===== src/hw/isa_pkg.sv =====
package isa_pkg;

    // RV32I major opcodes in use
    typedef enum logic [6:0] {
        OPC_OP     = 7'b0110011,
        OPC_OP_IMM = 7'b0010011,
        OPC_LUI    = 7'b0110111,
        OPC_LOAD   = 7'b0000011,
        OPC_STORE  = 7'b0100011,
        OPC_BRANCH = 7'b1100011,
        OPC_JAL    = 7'b1101111
    } opcode_e;

    // funct3 values
    localparam logic [2:0] F3_ADD_SUB = 3'b000;
    localparam logic [2:0] F3_SLT     = 3'b010;
    localparam logic [2:0] F3_XOR     = 3'b100;
    localparam logic [2:0] F3_OR      = 3'b110;
    localparam logic [2:0] F3_AND     = 3'b111;
    localparam logic [2:0] F3_BEQ     = 3'b000;
    localparam logic [2:0] F3_BNE     = 3'b001;
    localparam logic [2:0] F3_LW      = 3'b010;
    localparam logic [2:0] F3_SW      = 3'b010;

    // funct7 values
    localparam logic [6:0] F7_BASE = 7'b0000000;
    localparam logic [6:0] F7_SUB  = 7'b0100000;

    typedef enum logic [3:0] {
        ALU_ADD,
        ALU_SUB,
        ALU_AND,
        ALU_OR,
        ALU_XOR,
        ALU_SLT,
        ALU_PASS_B
    } alu_func_e;

    typedef enum logic [1:0] {
        SEL_REG,
        SEL_IMM,
        SEL_PC,
        SEL_ZERO
    } opsel_e;

    typedef enum logic [1:0] {
        WB_ALU,
        WB_LOAD,
        WB_PC4,
        WB_IMM
    } wbsel_e;

    // ADDI x0, x0, 0
    localparam logic [31:0] NOP_INSTR = 32'h0000_0013;

endpackage


===== src/hw/pipe_pkg.sv =====
package pipe_pkg;

    import isa_pkg::*;

    localparam int XLEN = 32;

    typedef struct packed {
        logic [XLEN-1:0] pc;
        logic [31:0]     instr;
    } if_id_t;

    typedef struct packed {
        logic [XLEN-1:0] pc;
        logic [XLEN-1:0] rs1_data;
        logic [XLEN-1:0] rs2_data;
        logic [XLEN-1:0] imm;
        logic [4:0]      rd_addr;
        logic            rf_w_en;
        logic            mem_w_en;
        alu_func_e       alu_func;
        opsel_e          opsel1;
        opsel_e          opsel2;
        wbsel_e          wbsel;
    } id_ex_t;

    typedef struct packed {
        logic [XLEN-1:0] pc;
        logic [XLEN-1:0] alu_result;
        logic [XLEN-1:0] rs2_data;
        logic [XLEN-1:0] imm;
        logic [4:0]      rd_addr;
        logic            rf_w_en;
        logic            mem_w_en;
        wbsel_e          wbsel;
    } ex_mem_t;

    // Register file write port
    typedef struct packed {
        logic            w_en;
        logic [4:0]      rd_addr;
        logic [XLEN-1:0] data;
    } rf_wr_t;

endpackage


===== src/hw/cpu.sv =====
`timescale 1ns/1ps

module cpu import pipe_pkg::*; #(
    parameter int WIDTH       = 32,
    parameter int DMEM_AWIDTH = 6
) (
    input  logic                   clk,
    input  logic                   rst_i,
    input  logic [31:0]            instr_i,
    output logic [WIDTH-1:0]       pc_o,
    input  logic [WIDTH-1:0]       dmem_rdata_i,
    output logic                   dmem_w_en_o,
    output logic [WIDTH-1:0]       dmem_wdata_o,
    output logic [DMEM_AWIDTH-1:0] dmem_addr_o
);

    if_id_t           if_id;
    id_ex_t           id_ex;
    ex_mem_t          ex_mem;
    rf_wr_t           rf_wr;
    logic [4:0]       rs1_addr;
    logic [4:0]       rs2_addr;
    logic [WIDTH-1:0] rs1_data;
    logic [WIDTH-1:0] rs2_data;
    logic             br_taken;
    logic [WIDTH-1:0] br_target;

    fetch #(.WIDTH(WIDTH)) fetch_i (
        .clk         (clk),
        .rst_i       (rst_i),
        .br_taken_i  (br_taken),
        .br_target_i (br_target),
        .instr_i     (instr_i),
        .pc_o        (pc_o),
        .if_id_o     (if_id)
    );

    decode #(.WIDTH(WIDTH)) decode_i (
        .clk         (clk),
        .rst_i       (rst_i),
        .if_id_i     (if_id),
        .rs1_addr_o  (rs1_addr),
        .rs2_addr_o  (rs2_addr),
        .rs1_data_i  (rs1_data),
        .rs2_data_i  (rs2_data),
        .br_taken_o  (br_taken),
        .br_target_o (br_target),
        .id_ex_o     (id_ex)
    );

    regfile #(.WIDTH(WIDTH)) regfile_i (
        .clk        (clk),
        .rst_i      (rst_i),
        .wr_i       (rf_wr),
        .rs1_addr_i (rs1_addr),
        .rs2_addr_i (rs2_addr),
        .rs1_data_o (rs1_data),
        .rs2_data_o (rs2_data)
    );

    execute #(.WIDTH(WIDTH)) execute_i (
        .clk      (clk),
        .rst_i    (rst_i),
        .id_ex_i  (id_ex),
        .ex_mem_o (ex_mem)
    );

    memory_access #(
        .WIDTH       (WIDTH),
        .DMEM_AWIDTH (DMEM_AWIDTH)
    ) memory_access_i (
        .clk          (clk),
        .rst_i        (rst_i),
        .ex_mem_i     (ex_mem),
        .dmem_rdata_i (dmem_rdata_i),
        .dmem_w_en_o  (dmem_w_en_o),
        .dmem_wdata_o (dmem_wdata_o),
        .dmem_addr_o  (dmem_addr_o),
        .rf_wr_o      (rf_wr)
    );

endmodule


===== src/hw/decode.sv =====
`timescale 1ns/1ps

module decode import isa_pkg::*, pipe_pkg::*; #(
    parameter int WIDTH = 32
) (
    input  logic             clk,
    input  logic             rst_i,
    input  if_id_t           if_id_i,
    output logic [4:0]       rs1_addr_o,
    output logic [4:0]       rs2_addr_o,
    input  logic [WIDTH-1:0] rs1_data_i,
    input  logic [WIDTH-1:0] rs2_data_i,
    output logic             br_taken_o,
    output logic [WIDTH-1:0] br_target_o,
    output id_ex_t           id_ex_o
);

    logic [31:0]      instr;
    opcode_e          opcode;
    logic [2:0]       funct3;
    logic [6:0]       funct7;
    logic [WIDTH-1:0] imm_i;
    logic [WIDTH-1:0] imm_s;
    logic [WIDTH-1:0] imm_b;
    logic [WIDTH-1:0] imm_u;
    logic [WIDTH-1:0] imm_j;
    id_ex_t           id_ex_d;

    assign instr      = if_id_i.instr;
    assign opcode     = opcode_e'(instr[6:0]);
    assign funct3     = instr[14:12];
    assign funct7     = instr[31:25];
    assign rs1_addr_o = instr[19:15];
    assign rs2_addr_o = instr[24:20];

    // Sign-extended immediates
    assign imm_i = {{(WIDTH-12){instr[31]}}, instr[31:20]};
    assign imm_s = {{(WIDTH-12){instr[31]}}, instr[31:25], instr[11:7]};
    assign imm_b = {{(WIDTH-13){instr[31]}}, instr[31], instr[7], instr[30:25],
                    instr[11:8], 1'b0};
    assign imm_u = WIDTH'($signed({instr[31:12], 12'b0}));
    assign imm_j = {{(WIDTH-21){instr[31]}}, instr[31], instr[19:12], instr[20],
                    instr[30:21], 1'b0};

    // Branches and JAL resolve here
    always_comb begin
        br_taken_o  = 1'b0;
        br_target_o = if_id_i.pc + imm_b;
        case (opcode)
            OPC_BRANCH: begin
                if (funct3 == F3_BEQ) begin
                    br_taken_o = (rs1_data_i == rs2_data_i);
                end else if (funct3 == F3_BNE) begin
                    br_taken_o = (rs1_data_i != rs2_data_i);
                end
            end
            OPC_JAL: begin
                br_taken_o  = 1'b1;
                br_target_o = if_id_i.pc + imm_j;
            end
            default: ;
        endcase
    end

    always_comb begin
        id_ex_d.pc       = if_id_i.pc;
        id_ex_d.rs1_data = rs1_data_i;
        id_ex_d.rs2_data = rs2_data_i;
        id_ex_d.imm      = imm_i;
        id_ex_d.rd_addr  = instr[11:7];
        id_ex_d.rf_w_en  = 1'b0;
        id_ex_d.mem_w_en = 1'b0;
        id_ex_d.alu_func = ALU_ADD;
        id_ex_d.opsel1   = SEL_REG;
        id_ex_d.opsel2   = SEL_REG;
        id_ex_d.wbsel    = WB_ALU;
        case (opcode)
            OPC_OP: begin
                id_ex_d.rf_w_en = 1'b1;
                case (funct3)
                    F3_ADD_SUB: id_ex_d.alu_func = (funct7 == F7_SUB) ? ALU_SUB : ALU_ADD;
                    F3_SLT:     id_ex_d.alu_func = ALU_SLT;
                    F3_XOR:     id_ex_d.alu_func = ALU_XOR;
                    F3_OR:      id_ex_d.alu_func = ALU_OR;
                    F3_AND:     id_ex_d.alu_func = ALU_AND;
                    default:    id_ex_d.rf_w_en  = 1'b0;
                endcase
            end
            OPC_OP_IMM: begin
                // ADDI only
                id_ex_d.rf_w_en = (funct3 == F3_ADD_SUB);
                id_ex_d.opsel2  = SEL_IMM;
            end
            OPC_LUI: begin
                id_ex_d.rf_w_en  = 1'b1;
                id_ex_d.imm      = imm_u;
                id_ex_d.opsel1   = SEL_ZERO;
                id_ex_d.opsel2   = SEL_IMM;
                id_ex_d.alu_func = ALU_PASS_B;
                id_ex_d.wbsel    = WB_IMM;
            end
            OPC_LOAD: begin
                id_ex_d.rf_w_en = (funct3 == F3_LW);
                id_ex_d.opsel2  = SEL_IMM;
                id_ex_d.wbsel   = WB_LOAD;
            end
            OPC_STORE: begin
                id_ex_d.mem_w_en = (funct3 == F3_SW);
                id_ex_d.imm      = imm_s;
                id_ex_d.opsel2   = SEL_IMM;
            end
            OPC_JAL: begin
                id_ex_d.rf_w_en = 1'b1;
                id_ex_d.imm     = imm_j;
                id_ex_d.opsel1  = SEL_PC;
                id_ex_d.opsel2  = SEL_IMM;
                id_ex_d.wbsel   = WB_PC4;
            end
            default: ;
        endcase
    end

    always_ff @(posedge clk) begin
        id_ex_o <= id_ex_d;
        if (rst_i) begin
            id_ex_o.rf_w_en  <= 1'b0;
            id_ex_o.mem_w_en <= 1'b0;
        end
    end

endmodule


===== src/hw/execute.sv =====
`timescale 1ns/1ps

module execute import isa_pkg::*, pipe_pkg::*; #(
    parameter int WIDTH = 32
) (
    input  logic    clk,
    input  logic    rst_i,
    input  id_ex_t  id_ex_i,
    output ex_mem_t ex_mem_o
);

    logic [WIDTH-1:0] op_a;
    logic [WIDTH-1:0] op_b;
    logic [WIDTH-1:0] alu_result;

    function automatic logic [WIDTH-1:0] sel_operand(input opsel_e sel,
                                                     input logic [WIDTH-1:0] rs_data);
        unique case (sel)
            SEL_REG:  return rs_data;
            SEL_IMM:  return id_ex_i.imm;
            SEL_PC:   return id_ex_i.pc;
            SEL_ZERO: return '0;
        endcase
    endfunction

    always_comb begin
        op_a = sel_operand(id_ex_i.opsel1, id_ex_i.rs1_data);
        op_b = sel_operand(id_ex_i.opsel2, id_ex_i.rs2_data);
        case (id_ex_i.alu_func)
            ALU_ADD:    alu_result = op_a + op_b;
            ALU_SUB:    alu_result = op_a - op_b;
            ALU_AND:    alu_result = op_a & op_b;
            ALU_OR:     alu_result = op_a | op_b;
            ALU_XOR:    alu_result = op_a ^ op_b;
            ALU_SLT:    alu_result = WIDTH'($signed(op_a) < $signed(op_b));
            ALU_PASS_B: alu_result = op_b;
            default:    alu_result = '0;
        endcase
    end

    always_ff @(posedge clk) begin
        ex_mem_o.pc         <= id_ex_i.pc;
        ex_mem_o.alu_result <= alu_result;
        ex_mem_o.rs2_data   <= id_ex_i.rs2_data;
        ex_mem_o.imm        <= id_ex_i.imm;
        ex_mem_o.rd_addr    <= id_ex_i.rd_addr;
        ex_mem_o.wbsel      <= id_ex_i.wbsel;
        ex_mem_o.rf_w_en    <= id_ex_i.rf_w_en;
        ex_mem_o.mem_w_en   <= id_ex_i.mem_w_en;
        if (rst_i) begin
            ex_mem_o.rf_w_en  <= 1'b0;
            ex_mem_o.mem_w_en <= 1'b0;
        end
    end

endmodule


===== src/hw/fetch.sv =====
`timescale 1ns/1ps

module fetch import isa_pkg::*, pipe_pkg::*; #(
    parameter int WIDTH = 32
) (
    input  logic             clk,
    input  logic             rst_i,
    input  logic             br_taken_i,
    input  logic [WIDTH-1:0] br_target_i,
    input  logic [31:0]      instr_i,
    output logic [WIDTH-1:0] pc_o,
    output if_id_t           if_id_o
);

    logic [WIDTH-1:0] pc_q;

    assign pc_o = pc_q;

    always_ff @(posedge clk) begin
        if (rst_i) begin
            pc_q <= '0;
        end else if (br_taken_i) begin
            pc_q <= br_target_i;
        end else begin
            pc_q <= pc_q + WIDTH'(4);
        end
    end

    // Wrong-path fetch turns into a bubble
    always_ff @(posedge clk) begin
        if_id_o.pc <= pc_q;
        if (rst_i || br_taken_i) begin
            if_id_o.instr <= NOP_INSTR;
        end else begin
            if_id_o.instr <= instr_i;
        end
    end

endmodule


===== src/hw/memory_access.sv =====
`timescale 1ns/1ps

module memory_access import isa_pkg::*, pipe_pkg::*; #(
    parameter int WIDTH       = 32,
    parameter int DMEM_AWIDTH = 6
) (
    input  logic                   clk,
    input  logic                   rst_i,
    input  ex_mem_t                ex_mem_i,
    input  logic [WIDTH-1:0]       dmem_rdata_i,
    output logic                   dmem_w_en_o,
    output logic [WIDTH-1:0]       dmem_wdata_o,
    output logic [DMEM_AWIDTH-1:0] dmem_addr_o,
    output rf_wr_t                 rf_wr_o
);

    logic [WIDTH-1:0] wb_data;

    // Word address from the byte address
    assign dmem_w_en_o  = ex_mem_i.mem_w_en;
    assign dmem_wdata_o = ex_mem_i.rs2_data;
    assign dmem_addr_o  = ex_mem_i.alu_result[DMEM_AWIDTH+1:2];

    always_comb begin
        unique case (ex_mem_i.wbsel)
            WB_ALU:  wb_data = ex_mem_i.alu_result;
            WB_LOAD: wb_data = dmem_rdata_i;
            WB_PC4:  wb_data = ex_mem_i.pc + WIDTH'(4);
            WB_IMM:  wb_data = ex_mem_i.imm;
        endcase
    end

    always_ff @(posedge clk) begin
        rf_wr_o.rd_addr <= ex_mem_i.rd_addr;
        rf_wr_o.data    <= wb_data;
        rf_wr_o.w_en    <= rst_i ? 1'b0 : ex_mem_i.rf_w_en;
    end

endmodule


===== src/hw/regfile.sv =====
`timescale 1ns/1ps

module regfile import pipe_pkg::*; #(
    parameter int WIDTH = 32
) (
    input  logic             clk,
    input  logic             rst_i,
    input  rf_wr_t           wr_i,
    input  logic [4:0]       rs1_addr_i,
    input  logic [4:0]       rs2_addr_i,
    output logic [WIDTH-1:0] rs1_data_o,
    output logic [WIDTH-1:0] rs2_data_o
);

    logic [WIDTH-1:0] regs [32];

    // Write-through so decode sees the value retiring this cycle
    function automatic logic [WIDTH-1:0] read_port(input logic [4:0] addr);
        if (addr == 5'd0) begin
            return '0;
        end
        if (wr_i.w_en && wr_i.rd_addr == addr) begin
            return wr_i.data;
        end
        return regs[addr];
    endfunction

    always_ff @(posedge clk) begin
        if (rst_i) begin
            for (int i = 0; i < 32; i++) begin
                regs[i] <= '0;
            end
        end else if (wr_i.w_en && wr_i.rd_addr != 5'd0) begin
            regs[wr_i.rd_addr] <= wr_i.data;
        end
    end

    always_comb begin
        rs1_data_o = read_port(rs1_addr_i);
        rs2_data_o = read_port(rs2_addr_i);
    end

endmodule


===== config.mk =====
export PLATFORM = sky130hd
export DESIGN_NAME = cpu
export DESIGN_NICKNAME = d
export VERILOG_FILES = /design/src/hw/isa_pkg.sv /design/src/hw/pipe_pkg.sv /design/src/hw/cpu.sv /design/src/hw/decode.sv /design/src/hw/execute.sv /design/src/hw/fetch.sv /design/src/hw/memory_access.sv /design/src/hw/regfile.sv
export SDC_FILE = /design/constraint.sdc
export NUM_CORES = 2
export LEC_CHECK = 0
export BUFFER_PORTS_ARGS = -buffer_cell sky130_fd_sc_hd__clkbuf_2
export CORE_MARGIN = 3
export CORE_UTILIZATION = 40
export CTS_BUF_LIST = sky130_fd_sc_hd__clkbuf_4 sky130_fd_sc_hd__clkbuf_8
export CTS_CLUSTER_DIAMETER = 50
export DETAILED_ROUTE_END_ITERATION = 16
export PLACE_DENSITY = 0.62
export SLEW_MARGIN = 20
export SYNTH_ARGS = -nofsm -noshare
export SYNTH_HDL_FRONTEND = slang
export SYNTH_SLANG_ARGS = --single-unit

===== constraint.sdc =====
create_clock -name clk -period 9 [get_ports clk]
set_input_delay 1.8 -clock clk [delete_from_list [all_inputs] [get_ports clk]]
set_output_delay 1.8 -clock clk [all_outputs]
set_load 0.03 [all_outputs]

==> flow_summary.json <==
{
  "crit_type": "reg -> reg",
  "maxCapViolCount": 0,
  "finalSetupViolCount": 0,
  "drt_iter0_drc": 7439,
  "cts-root-buf": "clkbuf_8",
  "netlist.top_cell.by_area": "edfxtp_1",
  "layout.nets": 6011,
  "gp_congestion": 0.9621,
  "wl_met2_mm": 125.0,
  "whs_ps": 331.2,
  "post-route-period-util": 0.7932,
  "hold_violations": 0,
  "viasPerCell": 6.195,
  "status": "finished, final reports clean",
  "layout_commonest_cell": "edfxtp_1",
  "tns_ps": 0,
  "yosysSeqAreaShare": 0.5224,
  "gr-total-overflow": 0,
  "cts_sinks": 1438,
  "ys_top_cells_by_area": "edfxtp_1, mux4_2, dfxtp_1, and2_1, mux2i_1",
  "die_height_um": 438.2,
  "drt_pass1_iterations": 6,
  "wl_met1_mm": 101.4,
  "yosys.area.top_type_share": 0.4115,
  "ys_seq_elements": 1438,
  "postCtsSetupRepairBufs": 0,
  "cp-start-kind": "register",
  "synth-compound-area-share": 0.08547,
  "grt_pass1_vias": 51530,
  "hp-class": "reg -> reg",
  "drtAntennaViolNets": 0,
  "wl_met3_mm": 31.04,
  "io_pins": 137,
  "critPathArrivalTime_ps": 8010,
  "vdd_drop_max_v": 0.0001716,
  "hpwl_mm": 175.3,
  "finalMaxSlewViolations": 0,
  "core_um2": 185600,
  "synth_area_um2": 74730,
  "synth_xor_area_frac": 0.01653,
  "grt_util_all_layers": 0.2800,
  "antenna_found_initial": 25,
  "io_buffers": 136,
  "mostFrequentLayoutCells": "edfxtp_1, and2_1, mux4_2, dfxtp_1, clkbuf_8",
  "endpoint_kind": "register",
  "layout-drive-gt1-share": 0.2263,
  "top_layer": "met5",
  "p_per_area_nw_per_um2": 206.8,
  "routed_wl_mm": 274.4,
  "clkLatencyLatePin_ps": 990,
  "tightest_slew_ps": 1155,
  "rsz0062_at_grt": "no",
  "dieArea_um2": 192100,
  "ctsHoldBuffers": 0,
  "cts_inserted_buffers": 238,
  "die_x_um": 438.2,
  "synth_edf_count": 1024,
  "synthMuxAreaShare": 0.1798,
  "synthAdderAreaFrac": 0.02441,
  "drc": 0,
  "path_max_fanout": 43,
  "avgSynthCellArea_um2": 12.97,
  "skew_ps": 62.26,
  "cts_resized": 0,
  "grt_pass1_wl_mm": 385.1,
  "path_clk_slew_ps": 70,
  "required_ps": 9870,
  "synth_simple_gate_area_share": 0.1306,
  "start_util": 0.4026,
  "yosys_warnings": 0,
  "synthCells": 5762,
  "p_leak_uw": 0.03091,
  "synth_top_family_by_area": "multiplexers",
  "cts_max_level": 4,
  "grt_max_degree": 87,
  "cts_buffer_depth": 3,
  "avgRoutedWirePerCell_um": 32.31,
  "synth.distinct_cells": 86,
  "slew_headroom": 0.2288,
  "max_freq_mhz": 140.1,
  "num_rows": 158,
  "area_delta_synth_final_pct": 11.05,
  "cts_tree": "done",
  "synthFlopType": "edfxtp_1",
  "vias": 52610,
  "ys_async_sr_fraction": 0,
  "fin_crit_ps": 7138
}
==> final timing paths <==
check,from,endpoint,slack [ps],depth (start not counted)
worst min register to register,decode_i.id_ex_o[1],execute_i.ex_mem_o[1],330,0
worst max register to register,fetch_i.if_id_o[15],fetch_i.if_id_o[3],1860,15
worst min-delay path,decode_i.id_ex_o[1],execute_i.ex_mem_o[1],330,0
worst max-delay path,fetch_i.if_id_o[15],fetch_i.if_id_o[3],1860,15
==> kinds of logic after synthesis <==
family	Yosys count
multiplexers	706
AND/OR/NAND/NOR	1747
other	1
XOR/XNOR	141
buffers and inverters	662
AO/OA/AOI/OAI	923
flip-flops	1438
adder cells (fa/ha/maj)	144
==> cell type report <==
type	instances	area, um^2
clock inverters	92	698.2
flip-flops and latches	1438	39070
fillers	16620	102600
repair buffers	309	2095
diodes	11	27.53
multi-input cells	3693	33270
clock buffers	348	4270
well taps	2480	3103
inverters	121	457.9
==> layer usage <==
metal / up-vias / track usage
met5: - / 0
met4: 22 / 0.1492
met3: 838 / 0.07672
met2: 3479 / 0.4344
met1: 26630 / 0.3571
li1: 21640 / -
==> power by group <==
group / internal [uW] / switching [uW] / leakage, uW / total (uW)
logic: 1030 / 2160 / 0.0143 / 3190
registers: 7470 / 439 / 0.0140 / 7910
clock network: 3280 / 2790 / 0.00265 / 6060
==> metrics by stage <==
step                      cell area (um^2)  std cells  worst slack (ps)  power (uW)  utilization
after floorplan                      74850       5793              3807        9780            -
after global placement               77980       8041              1857       11070       0.4201
after detailed placement             77990       8041              2081       11100       0.4201
after CTS                            82960       8481              2062       17100       0.4469
after global routing                 82970       8484              1601       17670       0.4469
final                                82990       8492              1862       17170       0.4471
==> critical path, cell delays in order (launching register included) <==
cell and delay, ps:
dfxtp_4 920, buf_4 720, mux2i_1 170, a221oi_1 380
o21ai_0 150, a211oi_1 830, a221o_1 290, nor2_1 60
nor3_1 390, nand4_1 230, nand3b_1 270, nor4_1 830
buf_4 260, o21a_1 770, nor2_8 280, and3_1 310
==> sequential cells by signal (all words and copies together) (netlist names) <==
name	count
fetch_i.pc_o	32
memory_access_i.rf_wr_o	38
execute_i.ex_mem_o	137
regfile_i.regs	1024
fetch_i.if_id_o	64
decode_i.id_ex_o	143
==> synth_stat cells (all sizes together), types with 64 or more instances <==
cell / n
mux2i: 195
o21ai: 137
a21o: 78
ha: 141
o22ai: 64
clkbuf: 371
inv: 117
and2: 1009
mux4: 508
a21oi: 190
nand2: 187
dfxtp: 414
buf: 170
edfxtp: 1024
a22oi: 120
xnor2: 97
nor2: 259
No activity file was read; power rests on OpenSTA's default activity.
